===== config.mk =====
export PLATFORM = sky130hd
export DESIGN_NAME = agen_top
export DESIGN_NICKNAME = d
export VERILOG_FILES = /design/src/agen_pkg.sv /design/src/agen_top.sv /design/src/operand_select.sv /design/src/pipe_stage.sv /design/src/reg_size_select.sv /design/src/string_addr.sv
export SDC_FILE = /design/constraint.sdc
export NUM_CORES = 1
export LEC_CHECK = 0
export ABC_AREA = 1
export ABC_CLOCK_PERIOD_IN_PS = 48000
export CORE_AREA = 2 2 473 475
export CTS_CLUSTER_SIZE = 24
export DETAILED_ROUTE_END_ITERATION = 8
export DIE_AREA = 0 0 475 477
export DONT_BUFFER_PORTS = 1
export MAX_ROUTING_LAYER = met4
export PLACE_DENSITY_LB_ADDON = 0.08
export REMOVE_ABC_BUFFERS = 1
export SLEW_MARGIN = 20
export SYNTH_ARGS = -nofsm -noshare
export SYNTH_HDL_FRONTEND = slang
export SYNTH_SLANG_ARGS = --single-unit

===== constraint.sdc =====
create_clock -name clk -period 48 [get_ports clk]
set_input_delay 4.8 -clock clk [delete_from_list [all_inputs] [get_ports clk]]
set_output_delay 4.8 -clock clk [all_outputs]
set_load 0.005 [all_outputs]

===== src/agen_pkg.sv =====
// ####################
// agen package
// widths, enums and register bank types for the address generation stage
// ####################
package agen_pkg;

    localparam int GPR_W     = 32;
    localparam int SEG_W     = 16;
    localparam int OPND_W    = 64;
    localparam int IMM_W     = 48;
    localparam int PC_W      = 32;
    localparam int SEG_SHIFT = 16;

    typedef enum logic [2:0] {
        SRC_NONE  = 3'd0,
        SRC_REG   = 3'd1,
        SRC_SEG   = 3'd2,
        SRC_MMX   = 3'd3,
        SRC_MODRM = 3'd4,
        SRC_IMM   = 3'd5,
        SRC_MEM   = 3'd6,
        SRC_SYS   = 3'd7
    } opnd_src_e;

    // codes 0, 4, 6 and 7 select nothing
    typedef enum logic [2:0] {
        SZ_8  = 3'd1,
        SZ_16 = 3'd2,
        SZ_32 = 3'd3,
        SZ_64 = 3'd5
    } op_size_e;

    typedef enum logic [2:0] {ES, CS, SS, DS, FS, GS} seg_reg_e;

    typedef enum logic [2:0] {EAX, ECX, EDX, EBX, ESP, EBP, ESI, EDI} gpr_e;

    typedef logic [7:0][GPR_W-1:0]  gpr_bank_t;
    typedef logic [5:0][SEG_W-1:0]  seg_bank_t;
    typedef logic [7:0][OPND_W-1:0] mmx_bank_t;
    typedef logic [7:0][OPND_W-1:0] opnd_bank_t;

    // size, d flags, operands, reg numbers, is_address flags, imm,
    // alu op, flag selectors, stack op, pc, branch taken
    localparam int PAYLOAD_W = $bits(op_size_e) + 2 + 2 * OPND_W + 2 * 3 + 2 + IMM_W
                             + 4 + 2 * 3 + 2 + PC_W + 1;

    // segment lookup, codes past GS read as zero
    function automatic logic [SEG_W-1:0] seg_value(seg_bank_t seg, logic [2:0] num);
        logic [SEG_W-1:0] val;
        val = '0;
        if (num <= GS) begin
            val = seg[num];
        end
        return val;
    endfunction

endpackage


===== src/agen_top.sv =====
// ####################
// agen_top
// address generation stage: operand select, string addresses,
// one pipeline register toward the memory stage
// ####################
`timescale 1ns/1ps

module agen_top (
    input  logic                         clk,
    input  logic                         rst,
    input  logic                         flush,

    // from register stage
    input  logic                         r_valid,
    output logic                         r_ready,
    input  agen_pkg::op_size_e           r_size,
    input  logic                         r_set_d_flag,
    input  logic                         r_clear_d_flag,
    input  agen_pkg::opnd_src_e          r_op0,
    input  agen_pkg::opnd_src_e          r_op1,
    input  logic [2:0]                   r_op0_reg,
    input  logic [2:0]                   r_op1_reg,
    input  logic [agen_pkg::IMM_W-1:0]   r_imm,
    input  logic [3:0]                   r_alu_op,
    input  logic [2:0]                   r_flag_0,
    input  logic [2:0]                   r_flag_1,
    input  logic [1:0]                   r_stack_op,
    input  agen_pkg::seg_reg_e           r_seg_override,
    input  logic                         r_seg_override_valid,
    input  agen_pkg::gpr_bank_t          r_gpr,
    input  agen_pkg::seg_bank_t          r_seg,
    input  agen_pkg::mmx_bank_t          r_mm,
    input  logic [agen_pkg::PC_W-1:0]    r_pc,
    input  logic                         r_branch_taken,

    // to memory stage
    output logic                         a_valid,
    input  logic                         a_ready,
    output agen_pkg::op_size_e           a_size,
    output logic                         a_set_d_flag,
    output logic                         a_clear_d_flag,
    output logic [agen_pkg::OPND_W-1:0]  a_op0,
    output logic [agen_pkg::OPND_W-1:0]  a_op1,
    output logic [2:0]                   a_op0_reg,
    output logic [2:0]                   a_op1_reg,
    output logic                         a_op0_is_address,
    output logic                         a_op1_is_address,
    output logic [agen_pkg::IMM_W-1:0]   a_imm,
    output logic [3:0]                   a_alu_op,
    output logic [2:0]                   a_flag_0,
    output logic [2:0]                   a_flag_1,
    output logic [1:0]                   a_stack_op,
    output logic [agen_pkg::PC_W-1:0]    a_pc,
    output logic                         a_branch_taken,
    output logic                         a_to_sys_controller
);
    import agen_pkg::*;

    opnd_bank_t           views;
    logic [GPR_W-1:0]     dst_addr;
    logic [GPR_W-1:0]     src_addr;
    logic [OPND_W-1:0]    op0_val;
    logic [OPND_W-1:0]    op1_val;
    logic                 op0_is_addr;
    logic                 op1_is_addr;
    logic [PAYLOAD_W-1:0] pipe_in;
    logic [PAYLOAD_W-1:0] pipe_out;
    logic [2:0]           size_bits;

    reg_size_select u_size_sel (
        .size  (r_size),
        .gpr   (r_gpr),
        .mmx   (r_mm),
        .views (views)
    );

    string_addr u_str_addr (
        .gpr                (r_gpr),
        .seg                (r_seg),
        .seg_override       (r_seg_override),
        .seg_override_valid (r_seg_override_valid),
        .dst_addr           (dst_addr),
        .src_addr           (src_addr)
    );

    // op0 addresses the es:edi destination
    operand_select u_op0_sel (
        .src        (r_op0),
        .reg_num    (r_op0_reg),
        .views      (views),
        .seg        (r_seg),
        .mmx        (r_mm),
        .imm        (r_imm),
        .mem_addr   (dst_addr),
        .opnd       (op0_val),
        .is_address (op0_is_addr)
    );

    // op1 addresses the string source
    operand_select u_op1_sel (
        .src        (r_op1),
        .reg_num    (r_op1_reg),
        .views      (views),
        .seg        (r_seg),
        .mmx        (r_mm),
        .imm        (r_imm),
        .mem_addr   (src_addr),
        .opnd       (op1_val),
        .is_address (op1_is_addr)
    );

    assign pipe_in = {
        r_size, r_set_d_flag, r_clear_d_flag,
        op0_val, op1_val,
        r_op0_reg, r_op1_reg,
        op0_is_addr, op1_is_addr,
        r_imm, r_alu_op,
        r_flag_0, r_flag_1,
        r_stack_op, r_pc, r_branch_taken
    };

    pipe_stage #(
        .WIDTH (PAYLOAD_W)
    ) u_stage (
        .clk       (clk),
        .rst       (rst),
        .flush     (flush),
        .in_valid  (r_valid),
        .in_ready  (r_ready),
        .in_data   (pipe_in),
        .out_valid (a_valid),
        .out_ready (a_ready),
        .out_data  (pipe_out)
    );

    assign {
        size_bits, a_set_d_flag, a_clear_d_flag,
        a_op0, a_op1,
        a_op0_reg, a_op1_reg,
        a_op0_is_address, a_op1_is_address,
        a_imm, a_alu_op,
        a_flag_0, a_flag_1,
        a_stack_op, a_pc, a_branch_taken
    } = pipe_out;

    assign a_size = op_size_e'(size_bits);

    // system op, seen straight from decode without waiting for the stage
    assign a_to_sys_controller = (r_op0 == SRC_SYS);

endmodule


===== src/operand_select.sv =====
// ####################
// operand_select
// source mux for one operand, flags memory addresses
// ####################
`timescale 1ns/1ps

module operand_select (
    input  agen_pkg::opnd_src_e          src,
    input  logic [2:0]                   reg_num,
    input  agen_pkg::opnd_bank_t         views,
    input  agen_pkg::seg_bank_t          seg,
    input  agen_pkg::mmx_bank_t          mmx,
    input  logic [agen_pkg::IMM_W-1:0]   imm,
    input  logic [agen_pkg::GPR_W-1:0]   mem_addr,
    output logic [agen_pkg::OPND_W-1:0]  opnd,
    output logic                         is_address
);
    import agen_pkg::*;

    logic [SEG_W-1:0] seg_sel;

    // segment codes 6 and 7 read as zero
    assign seg_sel = seg_value(seg, reg_num);

    always_comb begin
        case (src)
            SRC_REG: begin
                // already masked to the operand size
                opnd = views[reg_num];
            end
            SRC_SEG: begin
                opnd = OPND_W'(seg_sel);
            end
            SRC_MMX: begin
                // raw mmx register regardless of size
                opnd = mmx[reg_num];
            end
            SRC_IMM: begin
                opnd = OPND_W'(imm);
            end
            SRC_MEM: begin
                opnd = OPND_W'(mem_addr);
            end
            default: begin
                // none, sys, and the unused mod r/m code
                opnd = '0;
            end
        endcase
    end

    // only string memory sources carry an address to the next stage
    assign is_address = (src == SRC_MEM);

    // mod r/m addressing is not supported by this stage
    always_comb begin
        assert final (src !== SRC_MODRM)
        else $error("operand_select: reserved source SRC_MODRM selected");
    end

endmodule


===== src/pipe_stage.sv =====
// ####################
// pipe_stage
// one-entry valid/ready register with flush
// ####################
`timescale 1ns/1ps

module pipe_stage #(
    parameter int WIDTH = 8
) (
    input  logic             clk,
    input  logic             rst,
    input  logic             flush,
    input  logic             in_valid,
    output logic             in_ready,
    input  logic [WIDTH-1:0] in_data,
    output logic             out_valid,
    input  logic             out_ready,
    output logic [WIDTH-1:0] out_data
);

    logic load;

    // empty, or the held item leaves on this edge
    assign in_ready = !out_valid || out_ready;
    assign load     = in_valid && in_ready;

    always_ff @(posedge clk) begin
        if (rst || flush) begin
            out_valid <= 1'b0;
        end else if (in_ready) begin
            out_valid <= in_valid;
        end
    end

    // payload register
    always_ff @(posedge clk) begin
        if (load) begin
            out_data <= in_data;
        end
    end

    // held item stays put while the consumer stalls
    property p_stall_hold;
        @(posedge clk) disable iff (rst)
        (out_valid && !out_ready && !flush) |=> (out_valid && $stable(out_data));
    endproperty

    a_stall_hold: assert property (p_stall_hold)
    else $error("pipe_stage: payload changed during stall");

    a_reset_empty: assert property (@(posedge clk) rst |=> !out_valid)
    else $error("pipe_stage: valid set after reset");

endmodule


===== src/reg_size_select.sv =====
// ####################
// reg_size_select
// size-masked views of the eight general / mmx registers
// ####################
`timescale 1ns/1ps

module reg_size_select (
    input  agen_pkg::op_size_e   size,
    input  agen_pkg::gpr_bank_t  gpr,
    input  agen_pkg::mmx_bank_t  mmx,
    output agen_pkg::opnd_bank_t views
);
    import agen_pkg::*;

    // byte registers: al cl dl bl then ah ch dh bh
    logic [7:0][7:0] byte_view;

    always_comb begin
        for (int i = 0; i < 4; i++) begin
            byte_view[i]     = gpr[i][7:0];
            // high byte of the same four registers
            byte_view[i + 4] = gpr[i][15:8];
        end
    end

    // one size decode shared by both operands
    always_comb begin
        for (int i = 0; i < 8; i++) begin
            case (size)
                SZ_8: begin
                    views[i] = OPND_W'(byte_view[i]);
                end
                SZ_16: begin
                    views[i] = OPND_W'(gpr[i][15:0]);
                end
                SZ_32: begin
                    views[i] = OPND_W'(gpr[i]);
                end
                SZ_64: begin
                    // 64-bit operands only exist in the mmx file
                    views[i] = mmx[i];
                end
                default: begin
                    views[i] = '0;
                end
            endcase
        end
    end

endmodule


===== src/string_addr.sv =====
// ####################
// string_addr
// es:edi and ds/override:esi linear addresses for string ops
// ####################
`timescale 1ns/1ps

module string_addr (
    input  agen_pkg::gpr_bank_t          gpr,
    input  agen_pkg::seg_bank_t          seg,
    input  agen_pkg::seg_reg_e           seg_override,
    input  logic                         seg_override_valid,
    output logic [agen_pkg::GPR_W-1:0]   dst_addr,
    output logic [agen_pkg::GPR_W-1:0]   src_addr
);
    import agen_pkg::*;

    logic [SEG_W-1:0] src_seg;
    logic [GPR_W-1:0] dst_base;
    logic [GPR_W-1:0] src_base;

    // destination segment is always es
    assign dst_base = GPR_W'(seg[ES]) << SEG_SHIFT;

    // source defaults to ds, override may pick any segment
    assign src_seg  = seg_override_valid ? seg_value(seg, seg_override) : seg[DS];
    assign src_base = GPR_W'(src_seg) << SEG_SHIFT;

    // carry out of bit 31 is dropped
    assign dst_addr = dst_base + gpr[EDI];
    assign src_addr = src_base + gpr[ESI];

    // decode should never hand over an override code past gs
    always_comb begin
        assert final ((seg_override_valid !== 1'b1) || $isunknown(seg_override)
                      || (seg_override <= GS))
        else $error("string_addr: override segment code %0d out of range",
                    seg_override);
    end

endmodule


==> results.tsv, run 1 <==
stage	metric	value	unit
clock_network	postcts setup bufs	0	
grt	total gr overflow	0	
synth	Yosys cell types	52	
sta	Final setup viols	0	
critical_path	worst path bufs/invs	1	
clock_network	CTS tree	built	
critical_path	critical path class	in2out	
sta	Setup TNS	0	ps
clock_network	CTS Buf Count	42	
final_layout	Design Area, Final	34610	sq um
synth	proportion of netlist area held by the largest area contributor	0.2315	
hold_path	Hold Crit Class	reg2reg	
status	status	finished, violations left	
grt	vias in the first global route	37170	
status	failing checks	max-slew violations	
critical_path	crit-path max FO	4	
synth	Synth Register Bits	235	
sta	fin crit share	0.2067	
final_layout	Area Growth Syn to Fin	14.04	%
clock_network	clk slew on worst S/H paths	60	ps
critical_path	critical path arrival	5120	ps
grt	first-pass GRT wire length	366800	um
clock_network	CTS resizes	0	
sta	Slew HR	-0.09603	
sta	Least-Margin Pin Slew	1644	ps
floorplan	Rows	173	
synth	EDFF count, synth	234	
critical_path	slowest stage delay, CP	260	ps
final_layout	ratio of cells with drive above 1 in the final layout	0.03520	
critical_path	CP Capture Type	output port	
power	PwrDens	24.02	nW/um^2
critical_path	slowest CP cell	nor3_1	
detailed_routing	Post-Route WL	282400	um
clock_network	clk sinks	235	
grt	Total GRT Usage	0.2447	
floorplan	die height	477	um
synth	async set-reset flop share out of synthesis	0	
synth	sequential fraction of the synthesis area	0.2322	
critical_path	Crit path required time	43200	ps
synth	syn avg cell area	5.684	sq um
power	Max VDD drop	0.02758	mV
placed_design	dpl hpwl	203000	um
clock_network	htree depth	2	
final_layout	Storage cell area	7047	sq um
floorplan	I/O Pins	1220	
power	LEAKAGE	0.01366	uW
clock_network	CTS Hold Bufs	0	
floorplan	Die Width	475	um
synth	Synth warnings	0	
final_layout	nets	6043	
synth	Syn Inst Count	5339	
clock_network	clk buf depth	3	
detailed_routing	DRC	0	
final_layout	Layout fillers	25880	
sta	RSZ-0062 raised after global routing	false	
sta	clk_skew	44.81	ps
detailed_routing	via count	38700	
final_layout	most common cell after layout, fill and taps aside	nand2_1	
placed_design	gpl congestion	0.8377	
grt	initial antenna violation count	93	
critical_path	CP top delay family	simple AND/OR/NAND/NOR gates	
grt	largest net degree at the start of global routing	501	
final_layout	Multi-input gate area	19880	sq um
job	Max Cap Viol	0	
sta	maximum clock frequency	100.8	MHz
synth	dominant cells by area after synthesis	edfxtp_1, nand2_1, o21ai_0, a21oi_1, nand3_1	
floorplan	core area	221400	sq um
detailed_routing	DR WL/cell	34.84	um
sta	hold violation count in the final report	0	
final_layout	most frequent cells in the layout	nand2_1, o21ai_0, a21oi_1	
placed_design	placed inst area	32980	sq um
detailed_routing	initial drt markers	3368	
detailed_routing	post-route ant nets	0	
critical_path	crit-path cells	inv_1 > nor3_1	
floorplan	Die Area	226600	sq um
synth	ys flop type	edfxtp_1	
clock_network	Root Driver	clkbuf_16	
clock_network	worst-skew pair later-pin latency	680	ps
sta	final worst path period need	9922	ps
synth	post-synth top area cell	edfxtp_1	
synth	mapped cell area	30350	sq um
detailed_routing	Via density	4.775	
critical_path	Critical Path Start Type	input port	
final_layout	Finished Core Util	0.1563	
sta	max-slew violation count	76	
placed_design	# port buffers	0	
detailed_routing	first-pass detailed-route iteration total	6	
floorplan	Initial Util	0.1370	
-- power by group --
group | leakage, uW | internal [uW] | switching [uW] | total [uW]
Clock | 0.000692 | 203 | 144 | 347
Sequential | 0.00233 | 245 | 14.2 | 259
Combinational | 0.0106 | 63.9 | 161 | 225
-- worst register-to-register path, cell delays in order (launching register included) --
cell and delay [ps]:
dfxtp_1 410, a21boi_4 340, buf_4 670, buf_12 580
-- cell type report --
type                       count  area share
multi-input combinational   4214      0.5745
sequential                   235      0.2036
tap                         2975      0.1076
inverter                     467     0.05228
clock buffer                  54     0.03258
timing repair buffer          64     0.01497
clock inverter                23    0.009183
antenna                       74    0.005351
-- registers in the layout, indices dropped and copies added (netlist names) --
register / cells
u_stage.out_valid: 1
u_stage.out_data: 234
-- synthesized netlist by cell type, drive strengths merged, types with 3 or more instances --
library cell	n
nand3	543
a211oi	9
xnor2	5
nor2	295
inv	460
a31oi	28
ha	34
nand3b	7
o22ai	59
a22oi	17
edfxtp	234
nand4	71
a21oi	544
o211ai	131
or2	6
buf	182
nor4	6
clkbuf	241
a21boi	5
nand2	1668
o21ai	736
o2111ai	3
o221ai	7
a32o	5
o21bai	3
clkinv	7
a22o	4
nor3	9
-- path summary, 6_finish.rpt --
kind	depth (start not counted)	from	slack, ps	to
worst max-delay path	2	r_op0[1]	38080	a_to_sys_controller
worst min-delay path	2	u_stage.out_valid	690	u_stage.out_valid
worst max register to register	3	u_stage.out_valid	45390	u_stage.out_data[121]
worst min register to register	2	u_stage.out_valid	690	u_stage.out_valid
-- routing by layer --
| layer | up-vias | global-route usage | part of all wire |
|---|---|---|---|
| li1 | 17550 | - | - |
| met1 | 19090 | 0.2762 | 0.39 |
| met2 | 1836 | 0.4150 | 0.49 |
| met3 | 231 | 0.07163 | 0.085 |
| met4 | 0 | 0.07203 | 0.026 |
| met5 | - | - | 0 |
-- through the flow --
stage                     cells  setup slack (ps)  power [uW]  hold slack, ps
final                      8106             38080       831.4           690.4
after global routing       8095             38040       874.8           736.0
after floorplan            4916             25170       400.5           543.3
after CTS                  8032             38070       849.6           691.2
after global placement     7954             38070       492.2           681.6
after detailed placement   7955             38070       491.7           681.6
-- cells by family (layout without fill, tap and decap cells) --
family / count (synthesis) / in the layout / share of synthesized area
muxes: 1 / 1 / 0.0003299
AOI/OAI and AO/OA: 1562 / 1562 / 0.2788
DFF: 235 / 235 / 0.2322
xor gates and xnor gates: 6 / 6 / 0.001732
buffers and inverters: 890 / 608 / 0.1169
adders and majority gates: 36 / 36 / 0.01534
and+or+nand+nor: 2609 / 2609 / 0.3547
other: 0 / 74 / 0
(Power assumes the default switching activity.)
==> inputs of run 2 (changes only) <==
--- a/config.mk
+++ b/config.mk
@@ -5,12 +5,12 @@
 export SDC_FILE = /design/constraint.sdc
 export NUM_CORES = 1
 export LEC_CHECK = 0
-export ABC_AREA = 1
-export ABC_CLOCK_PERIOD_IN_PS = 48000
-export CORE_AREA = 2 2 473 475
+export ABC_AREA = 0
+export ABC_CLOCK_PERIOD_IN_PS = 8750
+export CORE_AREA = 2 2 476 478
 export CTS_CLUSTER_SIZE = 24
 export DETAILED_ROUTE_END_ITERATION = 8
-export DIE_AREA = 0 0 475 477
+export DIE_AREA = 0 0 478 480
 export DONT_BUFFER_PORTS = 1
 export MAX_ROUTING_LAYER = met4
 export PLACE_DENSITY_LB_ADDON = 0.08
==> constraint.sdc (replaced) <==
create_clock -name clk -period 8.75 [get_ports clk]
set_input_delay 0.875 -clock clk [delete_from_list [all_inputs] [get_ports clk]]
set_output_delay 0.875 -clock clk [all_outputs]
set_load 0.005 [all_outputs]
==> results.tsv, run 2 <==
stage	metric	value	unit
final_layout	ratio of cells with drive above 1 in the final layout	0.2161	
synth	async set-reset flop share out of synthesis	0	
floorplan	Rows	174	
grt	initial antenna violation count	106	
clock_network	CTS Buf Count	39	
synth	proportion of netlist area held by the largest area contributor	0.2990	
detailed_routing	Post-Route WL	249800	um
power	Net Sw Power	1461	uW
clock_network	worst-skew pair later-pin latency	640	ps
status	status	complete, no violations	
floorplan	I/O Pins	1220	
synth	Synth Register Bits	235	
synth	top cells by count, synth	mux4_2, nand2_1, edfxtp_1, a21oi_1, a22oi_1	
hold_path	Worst Hold Launch	flush	
clock_network	CTS tree	built	
critical_path	critical path arrival	4340	ps
grt	largest net degree at the start of global routing	240	
final_layout	register with the highest flop count	u_stage.out_data	
synth	mapped cell area	27420	sq um
clock_network	CTS resizes	0	
grt	vias in the first global route	26820	
critical_path	Crit path required time	9140	ps
synth	top-count cell post-synth	mux4_2	
critical_path	most frequent CP cell	o221ai_1	
detailed_routing	via count	26870	
detailed_routing	first-pass detailed-route iteration total	6	
final_layout	number of flip-flops in the largest register	234	
final_layout	top flop regs	u_stage.out_data (234), u_stage.out_valid (1)	
grt	total gr overflow	0	
power	Power Total	4262	uW
power	part of the power in registers	0.334	
sta	clk_skew	16.91	ps
placed_design	dpl hpwl	190200	um
synth	ys flop type	edfxtp_1	
clock_network	clk sinks	235	
sta	hold violation count in the final report	0	
hold_path	Hold Crit Class	in2reg	
synth	Syn Inst Count	2589	
grt	first-pass GRT wire length	313400	um
power	clock group share of total power	0.389	
clock_network	postcts setup bufs	0	
critical_path	Critical R2R Launch	u_stage.out_valid	
critical_path	slowest stage delay, CP	990	ps
detailed_routing	initial drt markers	2477	
detailed_routing	DRC	0	
sta	max-slew violation count	0	
synth	dominant cells by area after synthesis	mux4_2, edfxtp_1, a22oi_1, mux2i_1, nand2_1	
sta	RSZ-0062 raised after global routing	false	
critical_path	critical path class	in2reg	
detailed_routing	Via density	4.849	
final_layout	nets	3413	
clock_network	Root Driver	clkbuf_16	
power	PwrDens	133.4	nW/um^2
synth	Synth warnings	0	
sta	maximum clock frequency	253.5	MHz
sta	final worst path period need	3945	ps
floorplan	die height	480	um
clock_network	clk buf depth	3	
synth	EDFF count, synth	234	
sta	Slew HR	0.1673	
critical_path	slowest CP cell	nand2_1	
critical_path	crit-path max FO	239	
detailed_routing	post-route ant nets	0	
sta	Setup TNS	0	ps
floorplan	Die Width	478	um
power	Int Pwr	2801	uW
grt	Total GRT Usage	0.2141	
final_layout	Area Growth Syn to Fin	16.56	%
critical_path	Setup crit start	r_op0_reg[0]	
detailed_routing	DR WL/cell	45.09	um
critical_path	CP top delay family	simple AND/OR/NAND/NOR gates	
final_layout	most frequent cells in the layout	mux4_2, nand2_1, edfxtp_1	
power	Max VDD drop	0.1261	mV
critical_path	worst path bufs/invs	1	
critical_path	CP Capture Type	flip-flop	
power	combinational cell fraction of total power	0.277	
final_layout	most common cell after layout, fill and taps aside	mux4_2	
sta	fin crit share	0.4508	
synth	post-synth top area cell	mux4_2	
sta	Final setup viols	0	
placed_design	# port buffers	0	
floorplan	Initial Util	0.1224	
sta	Least-Margin Pin Slew	1249	ps
critical_path	crit-path cells	clkinv_2 > nand2_1 > o22ai_1 > o221ai_1 > o221ai_1 > a311o_1	
critical_path	Critical Path Start Type	input port	
placed_design	gpl congestion	0.8809	
synth	syn avg cell area	10.59	sq um
floorplan	core area	224000	sq um
clock_network	clk slew on worst S/H paths	60	ps
power	sw frac	0.3427	
synth	sequential fraction of the synthesis area	0.2570	
job	Max Cap Viol	0	
power	LEAKAGE	0.009630	uW
synth	Yosys cell types	73	
critical_path	register-to-register path setup slack	5810	ps
floorplan	Die Area	229400	sq um
clock_network	htree depth	2	
clock_network	CTS Hold Bufs	0	
-- run 2: changes by cell type after synthesis, sizes merged, moves of 331 or more --
cell and change:
nand2 -1358, inv -439, a21oi -331, o21ai -607, mux4 +364, nand3 -511
-- run 2: final cells by class --
cell class	count	area [sq um]
Fill cell	25100	192100
Sequential cell	235	7047
Tap cell	2992	3744
Inverter	25	112.6
Multi-Input combinational cell	2037	19060
Clock buffer	53	1081
Antenna cell	123	307.8
Timing Repair Buffer	56	445.4
Clock inverter	19	165.2
-- run 2: final timing paths --
check | depth (start not counted) | endpoint
min reg2reg | 2 | u_stage.out_valid
max reg2reg | 4 | u_stage.out_data[177]
max | 6 | u_stage.out_data[194]
min | 1 | u_stage.out_valid
-- run 2: kinds of logic after synthesis --
family,synth area share
DFF,0.2570
muxes,0.3485
xor gates and xnor gates,0.007347
and+or+nand+nor,0.09017
AOI/OAI and AO/OA,0.2283
buffers and inverters,0.05166
adders and majority gates,0.01698
-- run 2: power by group through the flow --
stage	registers (uW)	logic (uW)	clock network (uW)
after floorplan	1400	784	0
after global placement	1450	1200	0
after detailed placement	1450	1200	0
after CTS	1430	1200	1740
after global routing	1430	1260	1750
final	1420	1180	1660
-- run 2: layer usage --
layer	vias up	routed length, um	GRT usage
met5	-	0	-
met4	0	5342	0.05370
met3	227	25270	0.08087
met2	1757	128000	0.3724
met1	14380	91140	0.2275
li1	10510	-	-
-- run 2: worst register-to-register path: cells and delay by family, from the launching register on --
kind	cells	cell delay [ps]
buf+inv	2	1330
simple gates	2	800
flops	1	370
-- run 2: stage by stage --
step | instance area [sq um] | util | setup slack [ps] | instances | hold WS (ps)
finish | 31960 | 0.1427 | 4805 | 5540 | 297.3
CTS | 31650 | 0.1413 | 5006 | 5417 | 237.4
global placement | 30400 | 0.1357 | 4178 | 5345 | 787.3
detailed placement | 30400 | 0.1357 | 4310 | 5345 | 787.8
floorplan | 26100 | - | 170.6 | 2297 | 529.9
global route | 31900 | 0.1424 | 4817 | 5515 | 265.8
